<file path="config.mk">
export PLATFORM = sky130hd
export DESIGN_NAME = eboxClkCtl
export DESIGN_NICKNAME = d
export VERILOG_FILES = /design/src/hw/clkPkg.sv /design/src/hw/diagFuncIf.sv /design/src/hw/diagCtl.sv /design/src/hw/burstCounter.sv /design/src/hw/clkGate.sv /design/src/hw/parityErrors.sv /design/src/hw/diagRead.sv /design/src/hw/eboxClkCtl.sv
export SDC_FILE = /design/constraint.sdc
export NUM_CORES = 1
export LEC_CHECK = 0
export ABC_CLOCK_PERIOD_IN_PS = 4550
export BUFFER_PORTS_ARGS = -buffer_cell sky130_fd_sc_hd__buf_2
export CAP_MARGIN = 20
export CORE_MARGIN = 5
export CORE_UTILIZATION = 30
export DETAILED_ROUTE_END_ITERATION = 12
export HOLD_SLACK_MARGIN = 0.15
export PLACE_DENSITY = 0.52
export SLEW_MARGIN = 25
export SYNTH_ARGS = -nofsm -noshare
export SYNTH_HDL_FRONTEND = slang
export SYNTH_SLANG_ARGS = --single-unit
</file>
<file path="constraint.sdc">
create_clock -name CLK -period 4.55 [get_ports CLK]
set_input_delay 1.1375 -clock CLK [delete_from_list [all_inputs] [get_ports CLK]]
set_output_delay 1.1375 -clock CLK [all_outputs]
set_load 0.01 [all_outputs]
</file>
<file path="src/hw/clkPkg.sv">
// EBOX clock control types and codes

package clkPkg;

  typedef logic [2:0] diagSelT;
  typedef logic [3:0] diagDataT;
  // EBOX tick every rate + 1 CLK cycles
  typedef logic [1:0] rateT;
  typedef logic [7:0] burstCountT;
  // Bit 2 DRAM, bit 1 CRAM, bit 0 FM
  typedef logic [2:0] parErrT;
  typedef logic [5:0] readWordT;

  // Control codes 3 and 5 fall back to stop
  typedef enum logic [2:0] {
    CTL_STOP      = 3'd0,
    CTL_START     = 3'd1,
    CTL_STEP      = 3'd2,
    CTL_BURST     = 3'd4,
    CTL_SET_RESET = 3'd6,
    CTL_CLR_RESET = 3'd7
  } ctlFuncE;

  // Load codes 0, 1 and 5 do nothing
  typedef enum logic [2:0] {
    LD_COUNT_LO  = 3'd2,
    LD_COUNT_HI  = 3'd3,
    LD_RATE      = 3'd4,
    LD_CHECK_EN  = 3'd6,
    LD_ERR_STOP  = 3'd7
  } ldFuncE;

  // Readback selects
  localparam diagSelT RD_STATUS   = 3'd0;
  localparam diagSelT RD_COUNT_LO = 3'd1;
  localparam diagSelT RD_COUNT_HI = 3'd2;
  localparam diagSelT RD_CONFIG   = 3'd3;
  localparam diagSelT RD_ERRORS   = 3'd4;

endpackage

</file>
<file path="src/hw/diagFuncIf.sv">
// Decoded diagnostic functions
`timescale 1ns/1ns

interface diagFuncIf;
  import clkPkg::*;

  // Run control strobes
  logic runStart;
  logic runStop;
  logic stepReq;
  logic burstReq;

  // Burst count nibble loads
  logic ldCountLo;
  logic ldCountHi;

  logic clrErrors;
  diagDataT loadData;

  modport ctl (
    output runStart, runStop, stepReq, burstReq,
    output ldCountLo, ldCountHi, clrErrors, loadData
  );

  modport gate (input runStart, runStop, stepReq, burstReq);

  modport count (input ldCountLo, ldCountHi, loadData);

  modport errs (input clrErrors);

endinterface

</file>
<file path="src/hw/diagCtl.sv">
// Diagnostic function decoder and config registers
`timescale 1ns/1ns

module diagCtl (
  input  logic             CLK,
  input  logic             rstN,
  input  logic             diagStrobe,
  input  logic             diagLoad,
  input  clkPkg::diagSelT  diagSel,
  input  clkPkg::diagDataT diagData,
  diagFuncIf.ctl           fn,
  output clkPkg::rateT     rate,
  output clkPkg::parErrT   checkEn,
  output logic             errStopEn,
  output logic             eboxReset
);
  import clkPkg::*;

  logic ctlStrobe;
  logic ldStrobe;
  logic ldRate;
  logic ldCheckEn;
  logic ldErrStop;
  logic relReset;

  assign ctlStrobe = diagStrobe & ~diagLoad;
  assign ldStrobe  = diagStrobe & diagLoad;

  // One registered strobe per function
  always_ff @(posedge CLK or negedge rstN) begin
    if (!rstN) begin
      fn.runStart  <= 1'b0;
      fn.runStop   <= 1'b0;
      fn.stepReq   <= 1'b0;
      fn.burstReq  <= 1'b0;
      fn.clrErrors <= 1'b0;
      relReset     <= 1'b0;
      fn.ldCountLo <= 1'b0;
      fn.ldCountHi <= 1'b0;
      ldRate       <= 1'b0;
      ldCheckEn    <= 1'b0;
      ldErrStop    <= 1'b0;
    end else begin
      fn.runStart  <= ctlStrobe && diagSel == CTL_START;
      fn.stepReq   <= ctlStrobe && diagSel == CTL_STEP;
      fn.burstReq  <= ctlStrobe && diagSel == CTL_BURST;
      fn.clrErrors <= ctlStrobe && diagSel == CTL_SET_RESET;
      relReset     <= ctlStrobe && diagSel == CTL_CLR_RESET;
      // Stop plus the unused codes 3 and 5
      fn.runStop   <= ctlStrobe && !(diagSel inside {CTL_START, CTL_STEP, CTL_BURST,
                                                     CTL_SET_RESET, CTL_CLR_RESET});
      fn.ldCountLo <= ldStrobe && diagSel == LD_COUNT_LO;
      fn.ldCountHi <= ldStrobe && diagSel == LD_COUNT_HI;
      ldRate       <= ldStrobe && diagSel == LD_RATE;
      ldCheckEn    <= ldStrobe && diagSel == LD_CHECK_EN;
      ldErrStop    <= ldStrobe && diagSel == LD_ERR_STOP;
    end
  end

  always_ff @(posedge CLK) begin
    if (diagStrobe) begin
      fn.loadData <= diagData;
    end
  end

  always_ff @(posedge CLK or negedge rstN) begin
    if (!rstN) begin
      rate      <= '0;
      checkEn   <= '0;
      errStopEn <= 1'b0;
      eboxReset <= 1'b1;
    end else begin
      if (ldRate) begin
        rate <= fn.loadData[1:0];
      end
      if (ldCheckEn) begin
        checkEn <= fn.loadData[3:1];
      end
      if (ldErrStop) begin
        errStopEn <= fn.loadData[0];
      end
      // Code 6 asserts reset as well as clearing errors
      if (fn.clrErrors) begin
        eboxReset <= 1'b1;
      end else if (relReset) begin
        eboxReset <= 1'b0;
      end
    end
  end

endmodule

</file>
<file path="src/hw/burstCounter.sv">
// Burst counter
`timescale 1ns/1ns

module burstCounter (
  input  logic               CLK,
  input  logic               rstN,
  diagFuncIf.count           fn,
  input  logic               burstStep,
  output clkPkg::burstCountT count,
  output logic               countZero
);

  assign countZero = (count == '0);

  // Nibble loads win over a decrement in the same cycle
  always_ff @(posedge CLK or negedge rstN) begin
    if (!rstN) begin
      count <= '0;
    end else if (fn.ldCountLo) begin
      count[3:0] <= fn.loadData;
    end else if (fn.ldCountHi) begin
      count[7:4] <= fn.loadData;
    end else if (burstStep && !countZero) begin
      count <= count - 8'd1;
    end
  end

endmodule

</file>
<file path="src/hw/clkGate.sv">
// EBOX clock gate and run state
`timescale 1ns/1ns

module clkGate (
  input  logic         CLK,
  input  logic         rstN,
  diagFuncIf.gate      fn,
  input  clkPkg::rateT rate,
  input  logic         countZero,
  input  logic         errorStop,
  output logic         eboxClk,
  output logic         burstStep,
  output logic         go,
  output logic         bursting,
  output logic         stepPending
);
  import clkPkg::*;

  rateT divCnt;
  logic tick;
  logic clkOk;

  // Free-running divider ticks when the count reaches rate
  assign tick = (divCnt == rate);

  always_ff @(posedge CLK or negedge rstN) begin
    if (!rstN) begin
      divCnt <= '0;
    end else if (tick) begin
      divCnt <= '0;
    end else begin
      divCnt <= divCnt + 2'd1;
    end
  end

  assign clkOk     = tick & ~errorStop;
  assign burstStep = clkOk & bursting & ~countZero;
  assign eboxClk   = clkOk & (go | stepPending) | burstStep;

  // Each run function reloads all three flags
  always_ff @(posedge CLK or negedge rstN) begin
    if (!rstN) begin
      go          <= 1'b0;
      bursting    <= 1'b0;
      stepPending <= 1'b0;
    end else if (fn.runStart || fn.runStop || fn.stepReq || fn.burstReq) begin
      go          <= fn.runStart;
      bursting    <= fn.burstReq;
      stepPending <= fn.stepReq;
    end else begin
      if (bursting && countZero) begin
        bursting <= 1'b0;
      end
      // One strobe then done
      if (stepPending && eboxClk) begin
        stepPending <= 1'b0;
      end
    end
  end

endmodule

</file>
<file path="src/hw/parityErrors.sv">
// Parity error flags
`timescale 1ns/1ns

module parityErrors (
  input  logic           CLK,
  input  logic           rstN,
  diagFuncIf.errs        fn,
  input  logic           dramParBad,
  input  logic           cramParBad,
  input  logic           fmParBad,
  input  clkPkg::parErrT checkEn,
  input  logic           errStopEn,
  output clkPkg::parErrT errFlags,
  output logic           errorStop
);
  import clkPkg::*;

  parErrT parBad;

  assign parBad = {dramParBad, cramParBad, fmParBad};

  // Sticky until code 6
  always_ff @(posedge CLK or negedge rstN) begin
    if (!rstN) begin
      errFlags <= '0;
    end else if (fn.clrErrors) begin
      errFlags <= '0;
    end else begin
      errFlags <= errFlags | (parBad & checkEn);
    end
  end

  assign errorStop = errStopEn & (|errFlags);

endmodule

</file>
<file path="src/hw/diagRead.sv">
// Diagnostic readback mux
`timescale 1ns/1ns

module diagRead (
  input  clkPkg::diagSelT    readSel,
  input  logic               go,
  input  logic               bursting,
  input  logic               stepPending,
  input  logic               eboxReset,
  input  logic               errorStop,
  input  clkPkg::burstCountT count,
  input  clkPkg::rateT       rate,
  input  clkPkg::parErrT     checkEn,
  input  clkPkg::parErrT     errFlags,
  input  logic               errStopEn,
  output clkPkg::readWordT   readData
);
  import clkPkg::*;

  // Fields listed from the top bit down
  always_comb begin
    case (readSel)
      RD_STATUS: begin
        readData = {go, bursting, stepPending, eboxReset, errorStop, 1'b0};
      end
      RD_COUNT_LO: begin
        readData = count[5:0];
      end
      RD_COUNT_HI: begin
        readData = {3'b000, count[7:6], errStopEn};
      end
      RD_CONFIG: begin
        readData = {checkEn, 1'b0, rate};
      end
      RD_ERRORS: begin
        readData = {errFlags, 3'b000};
      end
      default: begin
        readData = '0;
      end
    endcase
  end

endmodule

</file>
<file path="src/hw/eboxClkCtl.sv">
// EBOX clock control board
`timescale 1ns/1ns

module eboxClkCtl (
  input  logic             CLK,
  input  logic             rstN,
  input  logic             diagStrobe,
  input  logic             diagLoad,
  input  clkPkg::diagSelT  diagSel,
  input  clkPkg::diagDataT diagData,
  input  clkPkg::diagSelT  readSel,
  input  logic             dramParBad,
  input  logic             cramParBad,
  input  logic             fmParBad,
  output logic             eboxClk,
  output logic             eboxReset,
  output logic             errorStop,
  output clkPkg::readWordT readData
);
  import clkPkg::*;

  rateT       rate;
  parErrT     checkEn;
  logic       errStopEn;
  burstCountT count;
  logic       countZero;
  logic       burstStep;
  parErrT     errFlags;
  logic       go;
  logic       bursting;
  logic       stepPending;

  diagFuncIf fnIf ();

  diagCtl uDiagCtl (
    .CLK(CLK), .rstN(rstN), .diagStrobe(diagStrobe), .diagLoad(diagLoad),
    .diagSel(diagSel), .diagData(diagData), .fn(fnIf.ctl), .rate(rate),
    .checkEn(checkEn), .errStopEn(errStopEn), .eboxReset(eboxReset)
  );

  burstCounter uBurstCounter (
    .CLK(CLK), .rstN(rstN), .fn(fnIf.count), .burstStep(burstStep),
    .count(count), .countZero(countZero)
  );

  clkGate uClkGate (
    .CLK(CLK), .rstN(rstN), .fn(fnIf.gate), .rate(rate), .countZero(countZero),
    .errorStop(errorStop), .eboxClk(eboxClk), .burstStep(burstStep), .go(go),
    .bursting(bursting), .stepPending(stepPending)
  );

  parityErrors uParityErrors (
    .CLK(CLK), .rstN(rstN), .fn(fnIf.errs), .dramParBad(dramParBad),
    .cramParBad(cramParBad), .fmParBad(fmParBad), .checkEn(checkEn),
    .errStopEn(errStopEn), .errFlags(errFlags), .errorStop(errorStop)
  );

  diagRead uDiagRead (
    .readSel(readSel), .go(go), .bursting(bursting), .stepPending(stepPending),
    .eboxReset(eboxReset), .errorStop(errorStop), .count(count), .rate(rate),
    .checkEn(checkEn), .errFlags(errFlags), .errStopEn(errStopEn),
    .readData(readData)
  );

endmodule

</file>
# Yosys cells after proc, flatten, opt, wreduce, memory -nomap -nowiden
# Cells that the tools add are included.
# word_totals
regBits,38
input_bits,17
output_inout_bits,9
word_cells,95
# op_classes
add_sub_neg,2
eq_ne,12
mux,13
bitwise_logic,15
n_reduce_logical,30
# ops
operator,n
$pmux 6 s5,1
$logic_and 1x1->1,14
$eq 3x2->1 const B,4
$eq 3x3->1 const B,4
$mux 4,3
$reduce_bool 2->1,5
$logic_not 8->1,1
$mux 8,1
$sub 8x1->8 const B,1
$and 1x1->1,7
$eq 3x1->1 const B,2
$mux 1,6
$reduce_bool 5->1,1
$not 1->1,4
$reduce_and 2->1,2
$and 3x3->3,1
$logic_not 3->1,1
$logic_or 1x1->1,3
$mux 3,1
$or 3x3->3,1
$reduce_or 3->1,1
$add 2x1->2 const B,1
$eq 2x2->1,1
$logic_not 1->1,2
3 further kinds,4

# Logic depth before layout (Yosys ltp)
# Gate-level depths: netlist of run 1.
# logic_depth
ltp_word,10
ltp_mapped,6

# Modules after synthesis
# A second synthesis of run 1 with hierarchy kept.
# hier_totals
cells_unflattened,176
area_unflattened_um2,1913.1
# modules_own_cells
module,instances,cells_each,area_each_um2,seq_area_each_um2
diagCtl,1,51,768.2,571.8
burstCounter,1,66,561.8,200.2
clkGate,1,24,269.0,125.1
diagRead,1,25,203.9,0.0
parityErrors,1,10,110.1,75.1

# Worst setup path after synthesis of run 1
# Ideal clock, no wire load.
# synth_path
kind,input-to-output
startpoint,input port readSel[0]
endpoint,output port readData[5]
arrival_ns,1.942
required_time_ns,3.413
slack_ns,1.471
path_stages,5
path_buffers,1
cell_sequence,buf_1 > mux2i_1 > nor2_1 > a31oi_1 > o21ai_0
# synth_between
elab_chain_cells,2
elab_cells_between_ends,6
cone_classes,eq/ne: 4; mux: 1; reduce/logical: 1
# synth_lines
item,line_no,source
from (decl),eboxClkCtl.sv:11,"input clkPkg::diagSelT readSel,"
$eq 3x3->1 (tied with other cells),diagRead.sv:22,case (readSel)
$pmux 6 s5 *,diagRead.sv:22,
to (decl),eboxClkCtl.sv:18,output clkPkg::readWordT readData
# Every way passes the cells marked *; elsewhere a longest branch is shown, timed or not.

# Worst setup path after layout of run 1
# layout_path
startpoint,input port readSel[1]
endpoint,output port readData[1]
# Same word-level chain as after synthesis.

==> results of run 1 <==
==> cells in the mapped netlist (3+ instances only) <==
cell type | number | area (sq um)
nand3_1 | 3 | 15.0
edfxtp_1 | 4 | 120
a21oi_1 | 7 | 35.0
a31oi_1 | 7 | 43.8
dfrtp_1 | 33 | 826
o22ai_1 | 3 | 18.8
mux2i_1 | 8 | 80.1
mux2_2 | 6 | 67.6
nand2_1 | 13 | 48.8
o21ai_0 | 6 | 30.0
nor2_1 | 27 | 101
nand4_1 | 4 | 25.0
nor3_1 | 7 | 35.0
o31ai_1 | 3 | 22.5
nor4b_1 | 6 | 52.6
o21a_1 | 3 | 22.5
clkbuf_1 | 3 | 11.3
a21o_1 | 3 | 22.5
inv_1 | 7 | 26.3
xnor2_1 | 4 | 35.0
==> power groups by stage <==
stage               Clock (uW)  Combinational (uW)  Sequential, uW
floorplan                    0                 238             483
CTS                        295                 311             511
global placement             0                 308             521
detailed placement           0                 309             518
finish                     284                 307             512
global route               309                 354             525
==> sequential cells by signal, indices dropped and copies added (netlist names), 2 cells and up <==
| register | flops |
|---|---|
| uClkGate.divCnt | 2 |
| uDiagCtl.fn.loadData | 4 |
| uDiagCtl.rate | 2 |
| uParityErrors.errFlags | 3 |
| uDiagCtl.checkEn | 3 |
| uBurstCounter.count | 8 |
==> how the worst min path moves through the flow <==
stage | endpoint | slack, ps | cells after the start
6_report | uClkGate.stepPending | 480 | 1
5_1_grt | uClkGate.go | 520 | 1
4_1_cts | uClkGate.stepPending | 490 | 1
3_5_place_dp | uClkGate.stepPending | 470 | 1
3_3_place_gp | uClkGate.stepPending | 470 | 1
2_1_floorplan | uParityErrors.errFlags[1] | 450 | 1
==> per-layer routing <==
layer  vias up  part of all wire (%)
met5         -                     0
met4         0                  0.82
met3         4                   5.2
met2        39                    43
met1       676                    51
li1        724                     -
==> metrics by stage <==
stage	hold slack [ps]	util (%)	instances
floorplan	448	-	184
global placement	472	33.6	282
detailed placement	472	33.6	282
CTS	487	35.4	290
global route	518	35.4	290
finish	482	35.4	290
==> cell families (layout without fill, tap and decap cells) <==
family,after synthesis,after routing,share of synthesized area [%]
and+or+nand+nor,72,72,19.4
AOI/OAI and AO/OA,39,39,13.6
DFF,38,38,51.5
muxes,15,15,9.01
buffers and inverters,12,41,2.39
xor gates and xnor gates,6,6,2.78
adders and majority gates,2,2,1.33
==> critical path, delay by kind of cell <==
family	cells	cell delay (ps)
mux	1	530
buf+inv	2	350
simple gates	1	130
==> final cells by class <==
type / instances / area (sq um)
fill: 656 / 4030
sequential: 38 / 972
multi-input combinational: 134 / 871
timing repair buffer: 25 / 125
tap: 77 / 96.3
clock buffer: 7 / 86.3
clock inverter: 1 / 30.0
inverter: 8 / 30.0
==> run metrics, run 1 <==
hold path start=uDiagCtl.fn.stepReq; internal power=737 uW; Worst setup startpoint=readSel[1]; Rel. slew slack=50.4%; final antenna-violating net count=0; CTS tree=built; Routability Congestion=0.830; max cap viols=0; R2R setup slack=around 2600 ps; Power Density=between 400 and 500 nW/um^2; Post-CTS Setup Repair Bufs=0; crit path kind=in -> out; num rows=29; # nets final=231; share of cells above drive strength 1=21.6%; average cell area after synthesis=10.3 sq um; Post-DP Area=roughly 2100 sq um; Post-Syn Instances=184; Post-route DRC=0; Die X=89.3 um; vias post-DR=1,443; setup TNS=0 ps; met2 Usage GRT=around 17%; met1 usage=16.9%; most used cell, CP=buf_2; Die ar.=7980 sq um; IO Pins=26; Main synth FF type=dfrtp_1; final setup margin=between 1000 and 1500 ps; Max VDD drop=around 180 uV; grt met3 use=2.76%; unrepaired setup endpoints after global routing=no; overall power=~1100 uW; Reg power frac=46.4%; Clk network pwr share=25.8%; Leakage=0.000978 uW; antenna diode count=0; Switching Power=roughly 370 uW; Syn Nets=a little over 200; post_cts resized=0; Worst Skew=5.24 ps; final worst-path cycle share=72.3%; htree depth=2; minimum clock period after layout=3290 ps; final setup fails=0; Yosys warning count=0; most frequent cells in the layout=dfrtp_1, nor2_1, buf_2; Worst-Margin Slew=744 ps; CORE AREA=between 6000 and 7000 sq um; Comb power frac=27.8%; status=finished clean; Post-synth EDFFs=4; Slew Limit Fails=0; Max Clock Freq=0.304 GHz; cts bufs inserted=5; first-pass GRT wire length=between 7000 and 8000 um; PortBufs=25; Cell Chain, Critical Path=buf_2 > mux4_2 > nor2b_1 > buf_2; most common cell after layout, fill and taps aside=dfrtp_1; Sw Ratio=between 30 and 40%; vias per cell=between 4 and 5; DP Wirelength=3200 um; pin count of the biggest net entering global routing=35; Reg2Reg Launch Point=uParityErrors.errFlags[2]; Placement Setup Slack=approximately 1200 ps; Worst-path clk slew=60 ps; CP max stage cell=mux4_2; final hold violation count=0; CTS Hold Buffers Added=0; CTS max path bufs=2; Pre-antenna DRT Iters=4; total gr overflow=0; Area Overhead vs Synth=17.1%; gr usage total=11.3%; RR Endpoint=uBurstCounter.count[6]; Final Routed Wirelength=4130 um; critical path arrival=2150 ps; initial core utilization=30.3%; DR WL/cell=between 10 and 15 um; HP Class=reg -> reg; Sinks on Clock Net=38; Top Usage Layer GRT=met1; Post-Syn Area=1890 sq um; Die Y=89.3 um; Root Buffer=clkbuf_8; vias in the first global route=1,404; antenna violations before repair=0; Synth cell types=40; Max stage delay on crit path=530 ps; Async S/R FF share, synth=89.5%; Worst Setup EP=readData[1]; cells on worst reg2reg path=4; maximum fanout along the worst path=13; insertion delay to the later sink of the worst-skew pair=280 ps; Detailed Route Iter0 Violations=156; Worst setup EP type=output pin; Worst Path Required=3410 ps; register bit count reported by yosys=38; CP Launch Type=input port; Design Area, Final=around 2200 sq um; sequential area share after synthesis=between 50% and 60%
Power figures use the tool's default switching activity.
==> inputs of run 2 (changes only) <==
- ABC_CLOCK_PERIOD_IN_PS: 4550 -> 3000
- PLACE_DENSITY: 0.52 -> 0.54
- clock period: 4.55 -> 3 ns (I/O delays scaled with it)
==> run 2 against run 1 <==
Net effect: non-clock buffer count unchanged; flip-flop and latch count unchanged; routed wire length up 5.4%; global-route usage up 0.81 points; final area down 1.2%; largest cell class unchanged.
==> run metrics, run 2 (same netlist as run 1, synthesis figures left out) <==
DR WL/cell=approximately 15 um; final antenna-violating net count=0; num rows=29; max cap viols=0; Routability Congestion=0.939; post_cts resized=0; htree depth=2; most frequent cells in the layout=dfrtp_1, nor2_1, buf_2; insertion delay to the later sink of the worst-skew pair=around 290 ps; setup TNS=0 ps; Die ar.=roughly 8000 sq um; final core utilization=35.0%; register area=972 sq um; Max Clock Freq=0.362 GHz; Rel. slew slack=just over 50%; CP Launch Type=flip-flop; Root Buffer=clkbuf_8; CTS max path bufs=2; Post-CTS Setup Repair Bufs=0; Die Y=89.3 um; critical path arrival=~2000 ps; Slew Limit Fails=0; Largest Register=uBurstCounter.count; Worst setup EP type=output pin; R2R setup slack=1080 ps; IO Pins=26; first-pass GRT wire length=7220 um; CTS tree=built; antenna diode count=0; most common cell after layout, fill and taps aside=dfrtp_1; Worst Path Required=2250 ps; final hold violation count=0; pin count of the biggest net entering global routing=35; # nets final=231; final worst-path cycle share=around 92%; Power Density=738 nW/um^2; Worst Skew=approximately 12 ps; unrepaired setup endpoints after global routing=no; Area Overhead vs Synth=15.7%; status=finished clean; Worst-Margin Slew=745 ps; share of cells above drive strength 1=21.1%; Post-DP Area=around 2100 sq um; Pre-antenna DRT Iters=4; vias post-DR=around 1,500; antenna violations before repair=0; multi-input logic area=871 sq um; DP Wirelength=3350 um; Max VDD drop=238 uV; Worst-path clk slew=80 ps; Leakage=0.000965 uW; CORE AREA=6240 sq um; cells on worst reg2reg path=6; vias in the first global route=1,461; filler instances=657; minimum clock period after layout=2760 ps; Detailed Route Iter0 Violations=100; Design Area, Final=2180 sq um; gr usage total=12.1%; number of flip-flops in the largest register=8; Hold Path Depth=1; maximum fanout along the worst path=7; CTS Hold Buffers Added=0; final setup fails=0; crit path kind=reg -> out; HP Class=reg -> reg; Final Routed Wirelength=4360 um; Post-route DRC=0; PortBufs=25; Sinks on Clock Net=38; post-route insts no fill=290; vias per cell=roughly 5.1; initial core utilization=30.3%; cts bufs inserted=5; total gr overflow=0; biggest regs=uBurstCounter.count (8), uDiagCtl.fn.loadData (4); dpl cells=282; Die X=89.3 um
## run 2: changes by cell type in the layout (fill, tap and decap cells not counted), sizes merged
| cell | delta |
|---|---|
| bufinv | -1 |
| clkbuf | +1 |
## run 2: path summary, 6_finish.rpt
path                                              from                        end
worst max-delay path            uBurstCounter.count[0]                    eboxClk
worst min-delay path               uDiagCtl.fn.stepReq       uClkGate.stepPending
worst max register to register  uBurstCounter.count[0]     uBurstCounter.count[5]
worst min register to register     uDiagCtl.fn.stepReq       uClkGate.stepPending
max in group asynchronous                         rstN  uParityErrors.errFlags[1]
min in group asynchronous                         rstN     uBurstCounter.count[6]
## run 2: layer usage
| metal | up-vias | part of all wire (%) | routed length, um | GRT usage [%] |
|---|---|---|---|---|
| met5 | - | 0 | 0 | 0 |
| met2 | 50 | 44 | 1930 | 17.9 |
| met3 | 6 | 7.0 | 307 | 2.49 |
| li1 | 726 | - | - | - |
| met4 | 0 | 2.1 | 91 | 5.68 |
| met1 | 708 | 47 | 2030 | 16.9 |
## run 2: worst max-delay path, stage by stage (launching register included)
cell     delay [ps]
dfrtp_1         410
inv_1           130
ha_1            150
or3b_2          480
o21ai_2         280
a21oi_1         120
buf_2           150
## run 2: cell type report
cell class,instances,area share [%]
multi-input combinational,134,39.9
sequential,38,44.5
timing repair buffer,25,5.73
inverter,8,1.37
clock buffer,8,4.12
tap,77,4.41
## run 2: report_power, final
part,switching [uW],internal [uW]
logic,256,222
registers,147,627
clock network,173,187
## run 2: per-stage QoR
| step | setup slack [ps] | total power, uW | hold WS (ps) |
|---|---|---|---|
| 6_report | 239 | 1610 | 489 |
| 5_1_grt | 131 | 1720 | 527 |
| 4_1_cts | 219 | 1630 | 495 |
| 3_5_place_dp | 476 | 1260 | 474 |
| 3_3_place_gp | 501 | 1250 | 477 |
| 2_1_floorplan | 696 | 1090 | 448 |
